## config.mk

```make
export PLATFORM = sky130hd
export DESIGN_NAME = vrf_top
export DESIGN_NICKNAME = d
export VERILOG_FILES = /design/src/hdl/vrf_types_pkg.sv /design/src/hdl/vrf_bus_pkg.sv /design/src/hdl/vadd_engine.sv /design/src/hdl/vrf_apb_port.sv /design/src/hdl/vrf_bank.sv /design/src/hdl/vrf_port_map.sv /design/src/hdl/vrf_top.sv
export VERILOG_INCLUDE_DIRS = /design/src /design/src/include
export SDC_FILE = /design/constraint.sdc
export NUM_CORES = 2
export LEC_CHECK = 0
export ABC_AREA = 1
export ABC_CLOCK_PERIOD_IN_PS = 5300
export BUFFER_PORTS_ARGS = -buffer_cell sky130_fd_sc_hd__buf_2
export CAP_MARGIN = 20
export CELL_PAD_IN_SITES_DETAIL_PLACEMENT = 1
export CELL_PAD_IN_SITES_GLOBAL_PLACEMENT = 1
export CORE_MARGIN = 3
export CORE_UTILIZATION = 41
export DETAILED_ROUTE_END_ITERATION = 10
export PLACE_DENSITY_LB_ADDON = 0.15
export REMOVE_ABC_BUFFERS = 1
export SLEW_MARGIN = 20
export SYNTH_ARGS = -nofsm -noshare
export SYNTH_HDL_FRONTEND = slang
export SYNTH_HIERARCHICAL = 1
export SYNTH_SLANG_ARGS = --single-unit
```

## constraint.sdc

```tcl
create_clock -name clk -period 5.3 [get_ports clk]
set_clock_uncertainty 0.1 [all_clocks]
set_input_delay 1.06 -clock clk [delete_from_list [all_inputs] [get_ports clk]]
set_output_delay 1.06 -clock clk [all_outputs]
set_load 0.03 [all_outputs]
```

## src/include/vrf_consts.svh

```systemverilog
/*
 * Vector register file constants
 * Register file geometry, host address map and command word layout
 */
`ifndef VRF_CONSTS_SVH
`define VRF_CONSTS_SVH

// Register file geometry
`define VRF_NR_REGS   8
`define VRF_NR_ELEMS  4
`define VRF_ELEN      32
`define VRF_ADDR_W    5

// APB address map
`define VRF_APB_AW    12
`define VRF_ELEM_TOP  12'h080
`define VRF_CMD_ADDR  12'h100
`define VRF_STAT_ADDR 12'h104

// Register index positions inside the command word
`define VRF_CMD_VD_LSB  0
`define VRF_CMD_VS1_LSB 8
`define VRF_CMD_VS2_LSB 16

`endif

```

## src/hdl/vrf_types_pkg.sv

```systemverilog
/*
 * Register file data types
 * Element address views, element data and the internal request structs
 */
`include "vrf_consts.svh"

package vrf_types_pkg;

  typedef logic [$clog2(`VRF_NR_REGS)-1:0]  vrf_reg_idx_t;
  typedef logic [$clog2(`VRF_NR_ELEMS)-1:0] vrf_elem_idx_t;

  // Register and element view of an element address
  typedef struct packed {
    vrf_reg_idx_t  vreg;
    vrf_elem_idx_t elem;
  } vrf_elem_fields_t;

  // Flat index from the host, split view inside the file
  // Element field picks the bank
  typedef union packed {
    logic [`VRF_ADDR_W-1:0] idx;
    vrf_elem_fields_t       f;
  } vrf_elem_addr_u;

  typedef logic [`VRF_ELEN-1:0]   vrf_data_t;
  typedef logic [`VRF_ELEN/8-1:0] vrf_be_t;

  typedef struct packed {
    logic           valid;
    vrf_elem_addr_u addr;
    vrf_data_t      data;
    vrf_be_t        be;
  } vrf_wreq_t;

  typedef struct packed {
    logic           valid;
    vrf_elem_addr_u addr;
  } vrf_rreq_t;

endpackage

```

## src/hdl/vrf_bus_pkg.sv

```systemverilog
/*
 * Host side types
 * APB request and response, and the vector add command
 */
`include "vrf_consts.svh"

package vrf_bus_pkg;

  // Master to slave
  typedef struct packed {
    logic                   psel;
    logic                   penable;
    logic                   pwrite;
    logic [`VRF_APB_AW-1:0] paddr;
    logic [`VRF_ELEN-1:0]   pwdata;
    logic [`VRF_ELEN/8-1:0] pstrb;
  } apb_req_t;

  // Slave to master
  typedef struct packed {
    logic                 pready;
    logic [`VRF_ELEN-1:0] prdata;
    logic                 pslverr;
  } apb_rsp_t;

  // vd = vs1 + vs2, start is a single cycle pulse
  typedef struct packed {
    logic                        start;
    vrf_types_pkg::vrf_reg_idx_t vd;
    vrf_types_pkg::vrf_reg_idx_t vs1;
    vrf_types_pkg::vrf_reg_idx_t vs2;
  } vadd_cmd_t;

endpackage

```

## src/hdl/vadd_engine.sv

```systemverilog
/*
 * Vector add engine
 * vd = vs1 + vs2 over all elements, reads and write-back overlapped
 */
`timescale 1ns/10ps
`include "vrf_consts.svh"

module vadd_engine (
  input  logic                           clk,
  input  logic                           rst_ni,
  input  vrf_bus_pkg::vadd_cmd_t         cmd_i,
  output logic                           busy_o,
  output vrf_types_pkg::vrf_rreq_t [1:0] rreq_o,
  input  vrf_types_pkg::vrf_data_t [1:0] rdata_i,
  output vrf_types_pkg::vrf_wreq_t       wreq_o
);

  import vrf_types_pkg::*;

  localparam vrf_elem_idx_t LastElem = vrf_elem_idx_t'(`VRF_NR_ELEMS - 1);

  logic           rd_on;
  logic           rd_on_q;
  vrf_elem_idx_t  cnt_q;
  logic           wr_vld_q;
  vrf_elem_addr_u wr_addr_q;
  vrf_data_t      sum_q;

  // Element 0 is read in the start cycle itself
  assign rd_on  = cmd_i.start || rd_on_q;
  assign busy_o = rd_on || wr_vld_q;

  ////////////////////////////////////////////////////////////////////////////
  // Source reads
  ////////////////////////////////////////////////////////////////////////////

  always_comb begin : proc_rreq
    rreq_o[0].valid       = rd_on;
    rreq_o[0].addr.f.vreg = cmd_i.vs1;
    rreq_o[0].addr.f.elem = cnt_q;
    rreq_o[1].valid       = rd_on;
    rreq_o[1].addr.f.vreg = cmd_i.vs2;
    rreq_o[1].addr.f.elem = cnt_q;
  end

  always_ff @(posedge clk or negedge rst_ni) begin
    if (!rst_ni) begin
      rd_on_q  <= 1'b0;
      cnt_q    <= '0;
      wr_vld_q <= 1'b0;
    end else begin
      wr_vld_q <= rd_on;
      if (rd_on) begin
        // Counter wraps to element 0 after the last one
        cnt_q   <= cnt_q + 1'b1;
        rd_on_q <= cnt_q != LastElem;
      end
    end
  end

  ////////////////////////////////////////////////////////////////////////////
  // Write-back, one cycle behind the read
  ////////////////////////////////////////////////////////////////////////////

  always_ff @(posedge clk) begin
    if (rd_on) begin
      sum_q            <= rdata_i[0] + rdata_i[1];
      wr_addr_q.f.vreg <= cmd_i.vd;
      wr_addr_q.f.elem <= cnt_q;
    end
  end

  always_comb begin : proc_wreq
    wreq_o.valid = wr_vld_q;
    wreq_o.addr  = wr_addr_q;
    wreq_o.data  = sum_q;
    wreq_o.be    = '1;
  end

  // Host port must refuse commands until the last write-back
  a_no_start_busy: assert property (@(posedge clk) disable iff (!rst_ni)
    cmd_i.start |-> !(rd_on_q || wr_vld_q));

endmodule

```

## src/hdl/vrf_apb_port.sv

```systemverilog
/*
 * APB host port
 * Element reads and writes, engine command and status word
 */
`timescale 1ns/10ps
`include "vrf_consts.svh"

module vrf_apb_port (
  input  logic                     clk,
  input  logic                     rst_ni,
  input  vrf_bus_pkg::apb_req_t    apb_req_i,
  output vrf_bus_pkg::apb_rsp_t    apb_rsp_o,
  output vrf_types_pkg::vrf_wreq_t wreq_o,
  input  logic                     wgnt_i,
  output vrf_types_pkg::vrf_rreq_t rreq_o,
  input  logic                     rgnt_i,
  input  vrf_types_pkg::vrf_data_t rdata_i,
  output vrf_bus_pkg::vadd_cmd_t   cmd_o,
  input  logic                     busy_i
);

  import vrf_bus_pkg::*;

  localparam int unsigned RegIdxW = $clog2(`VRF_NR_REGS);

  logic      access;
  logic      elem_hit;
  logic      cmd_hit;
  logic      stat_hit;
  logic      acc_ok;
  logic      elem_wr;
  logic      elem_rd;
  logic      cmd_go;
  vadd_cmd_t cmd_q;

  ////////////////////////////////////////////////////////////////////////////
  // Address decode
  ////////////////////////////////////////////////////////////////////////////

  assign access   = apb_req_i.psel && apb_req_i.penable;
  assign elem_hit = (apb_req_i.paddr < `VRF_ELEM_TOP) && (apb_req_i.paddr[1:0] == 2'b00);
  assign cmd_hit  = apb_req_i.paddr == `VRF_CMD_ADDR;
  assign stat_hit = apb_req_i.paddr == `VRF_STAT_ADDR;

  // Command is write only and refused while the engine runs
  assign acc_ok = elem_hit
               || (cmd_hit && apb_req_i.pwrite && !busy_i)
               || (stat_hit && !apb_req_i.pwrite);

  // Empty strobe writes complete without a bank request
  assign elem_wr = access && elem_hit && apb_req_i.pwrite && (apb_req_i.pstrb != '0);
  assign elem_rd = access && elem_hit && !apb_req_i.pwrite;
  assign cmd_go  = access && cmd_hit && apb_req_i.pwrite && !busy_i;

  always_comb begin : proc_req
    wreq_o.valid    = elem_wr;
    wreq_o.addr.idx = apb_req_i.paddr[`VRF_ADDR_W+1:2];
    wreq_o.data     = apb_req_i.pwdata;
    wreq_o.be       = apb_req_i.pstrb;
    rreq_o.valid    = elem_rd;
    rreq_o.addr.idx = apb_req_i.paddr[`VRF_ADDR_W+1:2];
  end

  // Element accesses wait for their grant, the rest finish at once
  always_comb begin : proc_rsp
    apb_rsp_o = '0;
    if (elem_wr) begin
      apb_rsp_o.pready = wgnt_i;
    end else if (elem_rd) begin
      apb_rsp_o.pready = rgnt_i;
      apb_rsp_o.prdata = rdata_i;
    end else if (access) begin
      apb_rsp_o.pready  = 1'b1;
      apb_rsp_o.pslverr = !acc_ok;
      if (stat_hit && !apb_req_i.pwrite) begin
        apb_rsp_o.prdata[0] = busy_i;
      end
    end
  end

  ////////////////////////////////////////////////////////////////////////////
  // Command register
  ////////////////////////////////////////////////////////////////////////////

  always_ff @(posedge clk or negedge rst_ni) begin
    if (!rst_ni) begin
      cmd_q <= '0;
    end else begin
      cmd_q.start <= cmd_go;
      if (cmd_go) begin
        cmd_q.vd  <= apb_req_i.pwdata[`VRF_CMD_VD_LSB  +: RegIdxW];
        cmd_q.vs1 <= apb_req_i.pwdata[`VRF_CMD_VS1_LSB +: RegIdxW];
        cmd_q.vs2 <= apb_req_i.pwdata[`VRF_CMD_VS2_LSB +: RegIdxW];
      end
    end
  end

  assign cmd_o = cmd_q;

  // Master keeps the transfer steady while we insert wait states
  a_apb_stable: assert property (@(posedge clk) disable iff (!rst_ni)
    (access && !apb_rsp_o.pready) |=> $stable(apb_req_i));

endmodule

```

## src/hdl/vrf_bank.sv

```systemverilog
/*
 * Register file bank
 * One element of every vector register, byte-enabled write, two read slots
 */
`timescale 1ns/10ps
`include "vrf_consts.svh"

module vrf_bank (
  input  logic                              clk,
  input  logic                              rst_ni,
  input  vrf_types_pkg::vrf_wreq_t          wreq_i,
  input  vrf_types_pkg::vrf_reg_idx_t [1:0] raddr_i,
  output vrf_types_pkg::vrf_data_t    [1:0] rdata_o
);

  import vrf_types_pkg::*;

  localparam int unsigned NrBytes = `VRF_ELEN / 8;

  // One element per register
  vrf_data_t [`VRF_NR_REGS-1:0] mem_q;

  always_ff @(posedge clk or negedge rst_ni) begin
    if (!rst_ni) begin
      mem_q <= '0;
    end else if (wreq_i.valid) begin
      for (int unsigned b = 0; b < NrBytes; b++) begin
        if (wreq_i.be[b]) begin
          mem_q[wreq_i.addr.f.vreg][b*8 +: 8] <= wreq_i.data[b*8 +: 8];
        end
      end
    end
  end

  // Read slots, combinational
  assign rdata_o[0] = mem_q[raddr_i[0]];
  assign rdata_o[1] = mem_q[raddr_i[1]];

  // Empty strobe writes are finished by the host port and never reach a bank
  a_wr_has_be: assert property (@(posedge clk) disable iff (!rst_ni)
    wreq_i.valid |-> (wreq_i.be != '0));

endmodule

```

## src/hdl/vrf_port_map.sv

```systemverilog
/*
 * Register file port mapper
 * Steers two write and three read requests onto the element banks by
 * fixed priority and returns a grant per port
 */
`timescale 1ns/10ps
`include "vrf_consts.svh"

module vrf_port_map (
  input  logic                           clk,
  input  logic                           rst_ni,
  input  vrf_types_pkg::vrf_wreq_t [1:0] wreq_i,
  output logic                     [1:0] wgnt_o,
  input  vrf_types_pkg::vrf_rreq_t [2:0] rreq_i,
  output logic                     [2:0] rgnt_o,
  output vrf_types_pkg::vrf_data_t [2:0] rdata_o
);

  import vrf_types_pkg::*;

  localparam int unsigned NrBanks = `VRF_NR_ELEMS;

  vrf_wreq_t    [NrBanks-1:0]      bank_wreq;
  vrf_reg_idx_t [NrBanks-1:0][1:0] bank_raddr;
  vrf_data_t    [NrBanks-1:0][1:0] bank_rdata;

  ////////////////////////////////////////////////////////////////////////////
  // Write mapping
  ////////////////////////////////////////////////////////////////////////////

  always_comb begin : proc_write_map
    bank_wreq = '0;
    wgnt_o    = '0;
    for (int unsigned b = 0; b < NrBanks; b++) begin
      // Engine first, host second
      if (wreq_i[0].valid && wreq_i[0].addr.f.elem == b) begin
        bank_wreq[b] = wreq_i[0];
        wgnt_o[0]    = 1'b1;
      end else if (wreq_i[1].valid && wreq_i[1].addr.f.elem == b) begin
        bank_wreq[b] = wreq_i[1];
        wgnt_o[1]    = 1'b1;
      end
    end
  end

  ////////////////////////////////////////////////////////////////////////////
  // Read mapping
  ////////////////////////////////////////////////////////////////////////////

  always_comb begin : proc_read_map
    bank_raddr = '0;
    rgnt_o     = '0;
    for (int unsigned b = 0; b < NrBanks; b++) begin
      // Slot 0 is reserved for vs1
      if (rreq_i[0].valid && rreq_i[0].addr.f.elem == b) begin
        bank_raddr[b][0] = rreq_i[0].addr.f.vreg;
        rgnt_o[0]        = 1'b1;
      end
      // Slot 1 serves vs2, host gets it only when vs2 leaves it free
      if (rreq_i[1].valid && rreq_i[1].addr.f.elem == b) begin
        bank_raddr[b][1] = rreq_i[1].addr.f.vreg;
        rgnt_o[1]        = 1'b1;
      end else if (rreq_i[2].valid && rreq_i[2].addr.f.elem == b) begin
        bank_raddr[b][1] = rreq_i[2].addr.f.vreg;
        rgnt_o[2]        = 1'b1;
      end
    end
  end

  // Return path follows the slot each port is served from
  assign rdata_o[0] = bank_rdata[rreq_i[0].addr.f.elem][0];
  assign rdata_o[1] = bank_rdata[rreq_i[1].addr.f.elem][1];
  assign rdata_o[2] = bank_rdata[rreq_i[2].addr.f.elem][1];

  for (genvar b = 0; b < NrBanks; b++) begin : gen_banks
    vrf_bank i_vrf_bank (
      .clk    ( clk           ),
      .rst_ni ( rst_ni        ),
      .wreq_i ( bank_wreq[b]  ),
      .raddr_i( bank_raddr[b] ),
      .rdata_o( bank_rdata[b] )
    );
  end

  // Engine write-back and its source reads never meet in one bank
  a_eng_wr_rd_split: assert property (@(posedge clk) disable iff (!rst_ni)
    (wreq_i[0].valid && rreq_i[0].valid) |->
      (wreq_i[0].addr.f.elem != rreq_i[0].addr.f.elem));

  // vs1 and vs2 of one element share a bank, one slot each
  a_src_same_bank: assert property (@(posedge clk) disable iff (!rst_ni)
    rreq_i[0].valid |->
      (rreq_i[1].valid && (rreq_i[1].addr.f.elem == rreq_i[0].addr.f.elem)));

endmodule

```

## src/hdl/vrf_top.sv

```systemverilog
/*
 * Vector register file top
 * APB host port and add engine sharing the banked register file
 */
`timescale 1ns/10ps

module vrf_top (
  input  logic                  clk,
  input  logic                  rst_ni,
  input  vrf_bus_pkg::apb_req_t apb_req_i,
  output vrf_bus_pkg::apb_rsp_t apb_rsp_o
);

  import vrf_types_pkg::*;
  import vrf_bus_pkg::*;

  // Write port 0 engine, 1 host
  vrf_wreq_t [1:0] wreq;
  logic      [1:0] wgnt;
  // Read ports 0 and 1 engine, 2 host
  vrf_rreq_t [2:0] rreq;
  logic      [2:0] rgnt;
  vrf_data_t [2:0] rdata;
  vadd_cmd_t       cmd;
  logic            busy;

  vrf_apb_port i_vrf_apb_port (
    .clk      ( clk       ),
    .rst_ni   ( rst_ni    ),
    .apb_req_i( apb_req_i ),
    .apb_rsp_o( apb_rsp_o ),
    .wreq_o   ( wreq[1]   ),
    .wgnt_i   ( wgnt[1]   ),
    .rreq_o   ( rreq[2]   ),
    .rgnt_i   ( rgnt[2]   ),
    .rdata_i  ( rdata[2]  ),
    .cmd_o    ( cmd       ),
    .busy_i   ( busy      )
  );

  vadd_engine i_vadd_engine (
    .clk    ( clk        ),
    .rst_ni ( rst_ni     ),
    .cmd_i  ( cmd        ),
    .busy_o ( busy       ),
    .rreq_o ( rreq[1:0]  ),
    .rdata_i( rdata[1:0] ),
    .wreq_o ( wreq[0]    )
  );

  vrf_port_map i_vrf_port_map (
    .clk    ( clk    ),
    .rst_ni ( rst_ni ),
    .wreq_i ( wreq   ),
    .wgnt_o ( wgnt   ),
    .rreq_i ( rreq   ),
    .rgnt_o ( rgnt   ),
    .rdata_o( rdata  )
  );

endmodule

```

==> impl_metrics.json <==
{
  "power_density_nw_per_um2": 230,
  "slew_violations": 0,
  "maxSlewHeadroom": 0.185,
  "std_cell_rows": 149,
  "use_met3": 0.0581,
  "status": "finished clean",
  "syn_avg_cell_area_um2": 6.21,
  "path_class": "in -> out",
  "dr.pass1.iters": 5,
  "area_growth_pct": 16.4,
  "ctsHtreeMaxLevel": 4,
  "cts_tree": "built",
  "final.setup.tns_ns": 0,
  "p_leak_nw": 41.6,
  "grt_pass1_vias": 75600,
  "setup_viol": 0,
  "nNetsFinal": 11300,
  "crit_buf_inv": 10,
  "postCtsHoldBufs": 0,
  "first_iter_violations": 6881,
  "grt_max_degree": 106,
  "routed_wirelength_um": 306000,
  "hpwl_um": 222000,
  "critPathSlowestCell": "o21ai_4",
  "fillerInstances": 22200,
  "hold_viol": 0,
  "use_met2": 0.542,
  "drive_above_1_share": 0.0946,
  "cts.clk_slew.worst_paths_ns": 0.06,
  "min_path_type": "in -> async",
  "period_minus_slack_ns": 5.28,
  "tightest_slew_ns": 1.21,
  "port_buffers": 86,
  "critPathMaxStageDelay_ns": 0.25,
  "remaining_drc_errors": 0,
  "synthCells": 11100,
  "rsz0062_at_grt": "true",
  "final_core_util": 0.483,
  "numCtsBuffers": 134,
  "ir_worst_vdd_uv": 339,
  "grt.busiest_layer": "met2",
  "die_x_um": 416,
  "grt-ovfl-total": 0,
  "wl_per_cell_um": 22.5,
  "numClockSinks": 1075,
  "vias": 74800,
  "grt_first_pass_wirelength_um": 465000,
  "fp.dieArea_um2": 173000,
  "timing.final.crit_share": 0.996,
  "synth_warnings": 6,
  "worstSetupEndpointType": "output port",
  "start_kind": "input pin",
  "worstPathArrival_ns": 4.12,
  "core-area_um2": 166000,
  "synth_area_um2": 69000,
  "insertion_delay_ns": 0.80,
  "antenna_found_initial": 16,
  "max_clock_freq_mhz": 189,
  "cp_common_cell": "nand2_2",
  "required_ns": 4.14,
  "clockBufferDepth": 3,
  "use_met1": 0.474,
  "pin_count": 87,
  "critPathTopFamily": "simple AND/OR/NAND/NOR gates",
  "initial_utilization": 0.415,
  "critPathMaxFanout": 27,
  "die_h_um": 416,
  "routed_via_density": 5.51,
  "grt_usage": 0.345,
  "final-instance-count-excl-fill": 13600,
  "dp_cells": 13300,
  "root_buffer": "clkbuf_16",
  "fin_hold_ws_ns": 0.288,
  "place_congestion": 1.02,
  "maxCapViolations": 0,
  "final_antenna_net_count": 0
}
## layer usage
layer,vias to the layer above,routed length [µm]
li1,34400,-
met1,37200,134000
met2,2599,137000
met3,588,21900
met4,4,12800
met5,-,23
## report_power, final
group          switching [W]  internal (W)
clock                0.00391       0.00581
combinational       0.000348     0.0000757
sequential         0.0000131       0.00828
## layout by cell type (no fill, tap or decap), types with 35 or more instances in the layout
cell / n
a21oi_1: 36
buf_12: 90
buf_2: 61
buf_4: 480
clkbuf_1: 35
clkbuf_16: 146
dfrtp_1: 1036
edfxtp_1: 37
inv_1: 1443
nand2_1: 5122
nand2_2: 62
nand3_1: 1075
nand4_1: 93
nor2_1: 145
nor2_2: 45
o21ai_0: 1093
o21ai_1: 49
o22ai_1: 39
## cell type report
class	count	area, µm²	share of cell area
Antenna cell	15	37.5	0.000467
Clock buffer	209	4140	0.0515
Clock inverter	36	470	0.00586
Inverter	1475	5580	0.0695
Multi-Input combinational cell	7907	34000	0.424
Sequential cell	1075	27100	0.337
Tap cell	2189	2740	0.0341
Timing Repair Buffer	667	6200	0.0772
Timing Repair inverter	1	8.76	0.000109
## final timing paths
path | start | to | slack, ns | cells after the start
max | apb_req_i[47] | apb_rsp_o[31] | 0.02 | 25
min | rst_ni | i_vrf_port_map/gen_banks[2].i_vrf_bank/mem_q[32] | 0.29 | 1
max reg2reg | i_vadd_engine/cnt_q[1] | i_vadd_engine/sum_q[25] | 0.61 | 21
min reg2reg | i_vrf_port_map/gen_banks[0].i_vrf_bank/mem_q[64] | i_vrf_port_map/gen_banks[0].i_vrf_bank/mem_q[64] | 0.38 | 2
max in group asynchronous | rst_ni | async pin | 3.51 | 2
min in group clk | i_vrf_port_map/gen_banks[0].i_vrf_bank/mem_q[64] | i_vrf_port_map/gen_banks[0].i_vrf_bank/mem_q[64] | 0.38 | 2
## through the flow
step                setup WS (ns)  area (µm²)  power (W)
floorplan                  -11.44       66200    0.00853
global placement           -0.142       74900    0.00886
detailed placement         -0.185       74900    0.00887
CTS                       0.00119       79700     0.0186
global route              -0.0494       80300     0.0190
finish                     0.0207       80300     0.0184
## worst register-to-register path, delay by kind of cell (launching register included)
kind,cells,cell delay [ns]
compound gates,2,0.44
fa+ha+maj,1,0.27
simple gates,14,1.84
flops,1,0.56
buf+inv,4,1.23
## sequential cells by signal (all words and copies together), names as in the netlist
signal,flops
i_vadd_engine/sum_q,32
i_vadd_engine/cnt_q,2
i_vadd_engine/rd_on_q,1
i_vrf_port_map/gen_banks.i_vrf_bank/mem_q,1024
i_vadd_engine/wr_addr_q,5
i_vadd_engine/wr_vld_q,1
i_vrf_apb_port/cmd_o,10
## timing repair
| action | 4_1_cts | 5_1_grt |
|---|---|---|
| buffers inserted | 8 | 10 |
| endpoints found under the setup margin | 31 | 32 |
| resized for setup | 51 | 108 |
| gates cloned | 2 | 4 |
| pin swaps | 10 | 24 |
Note: power is estimated with default switching activity, not from simulation.
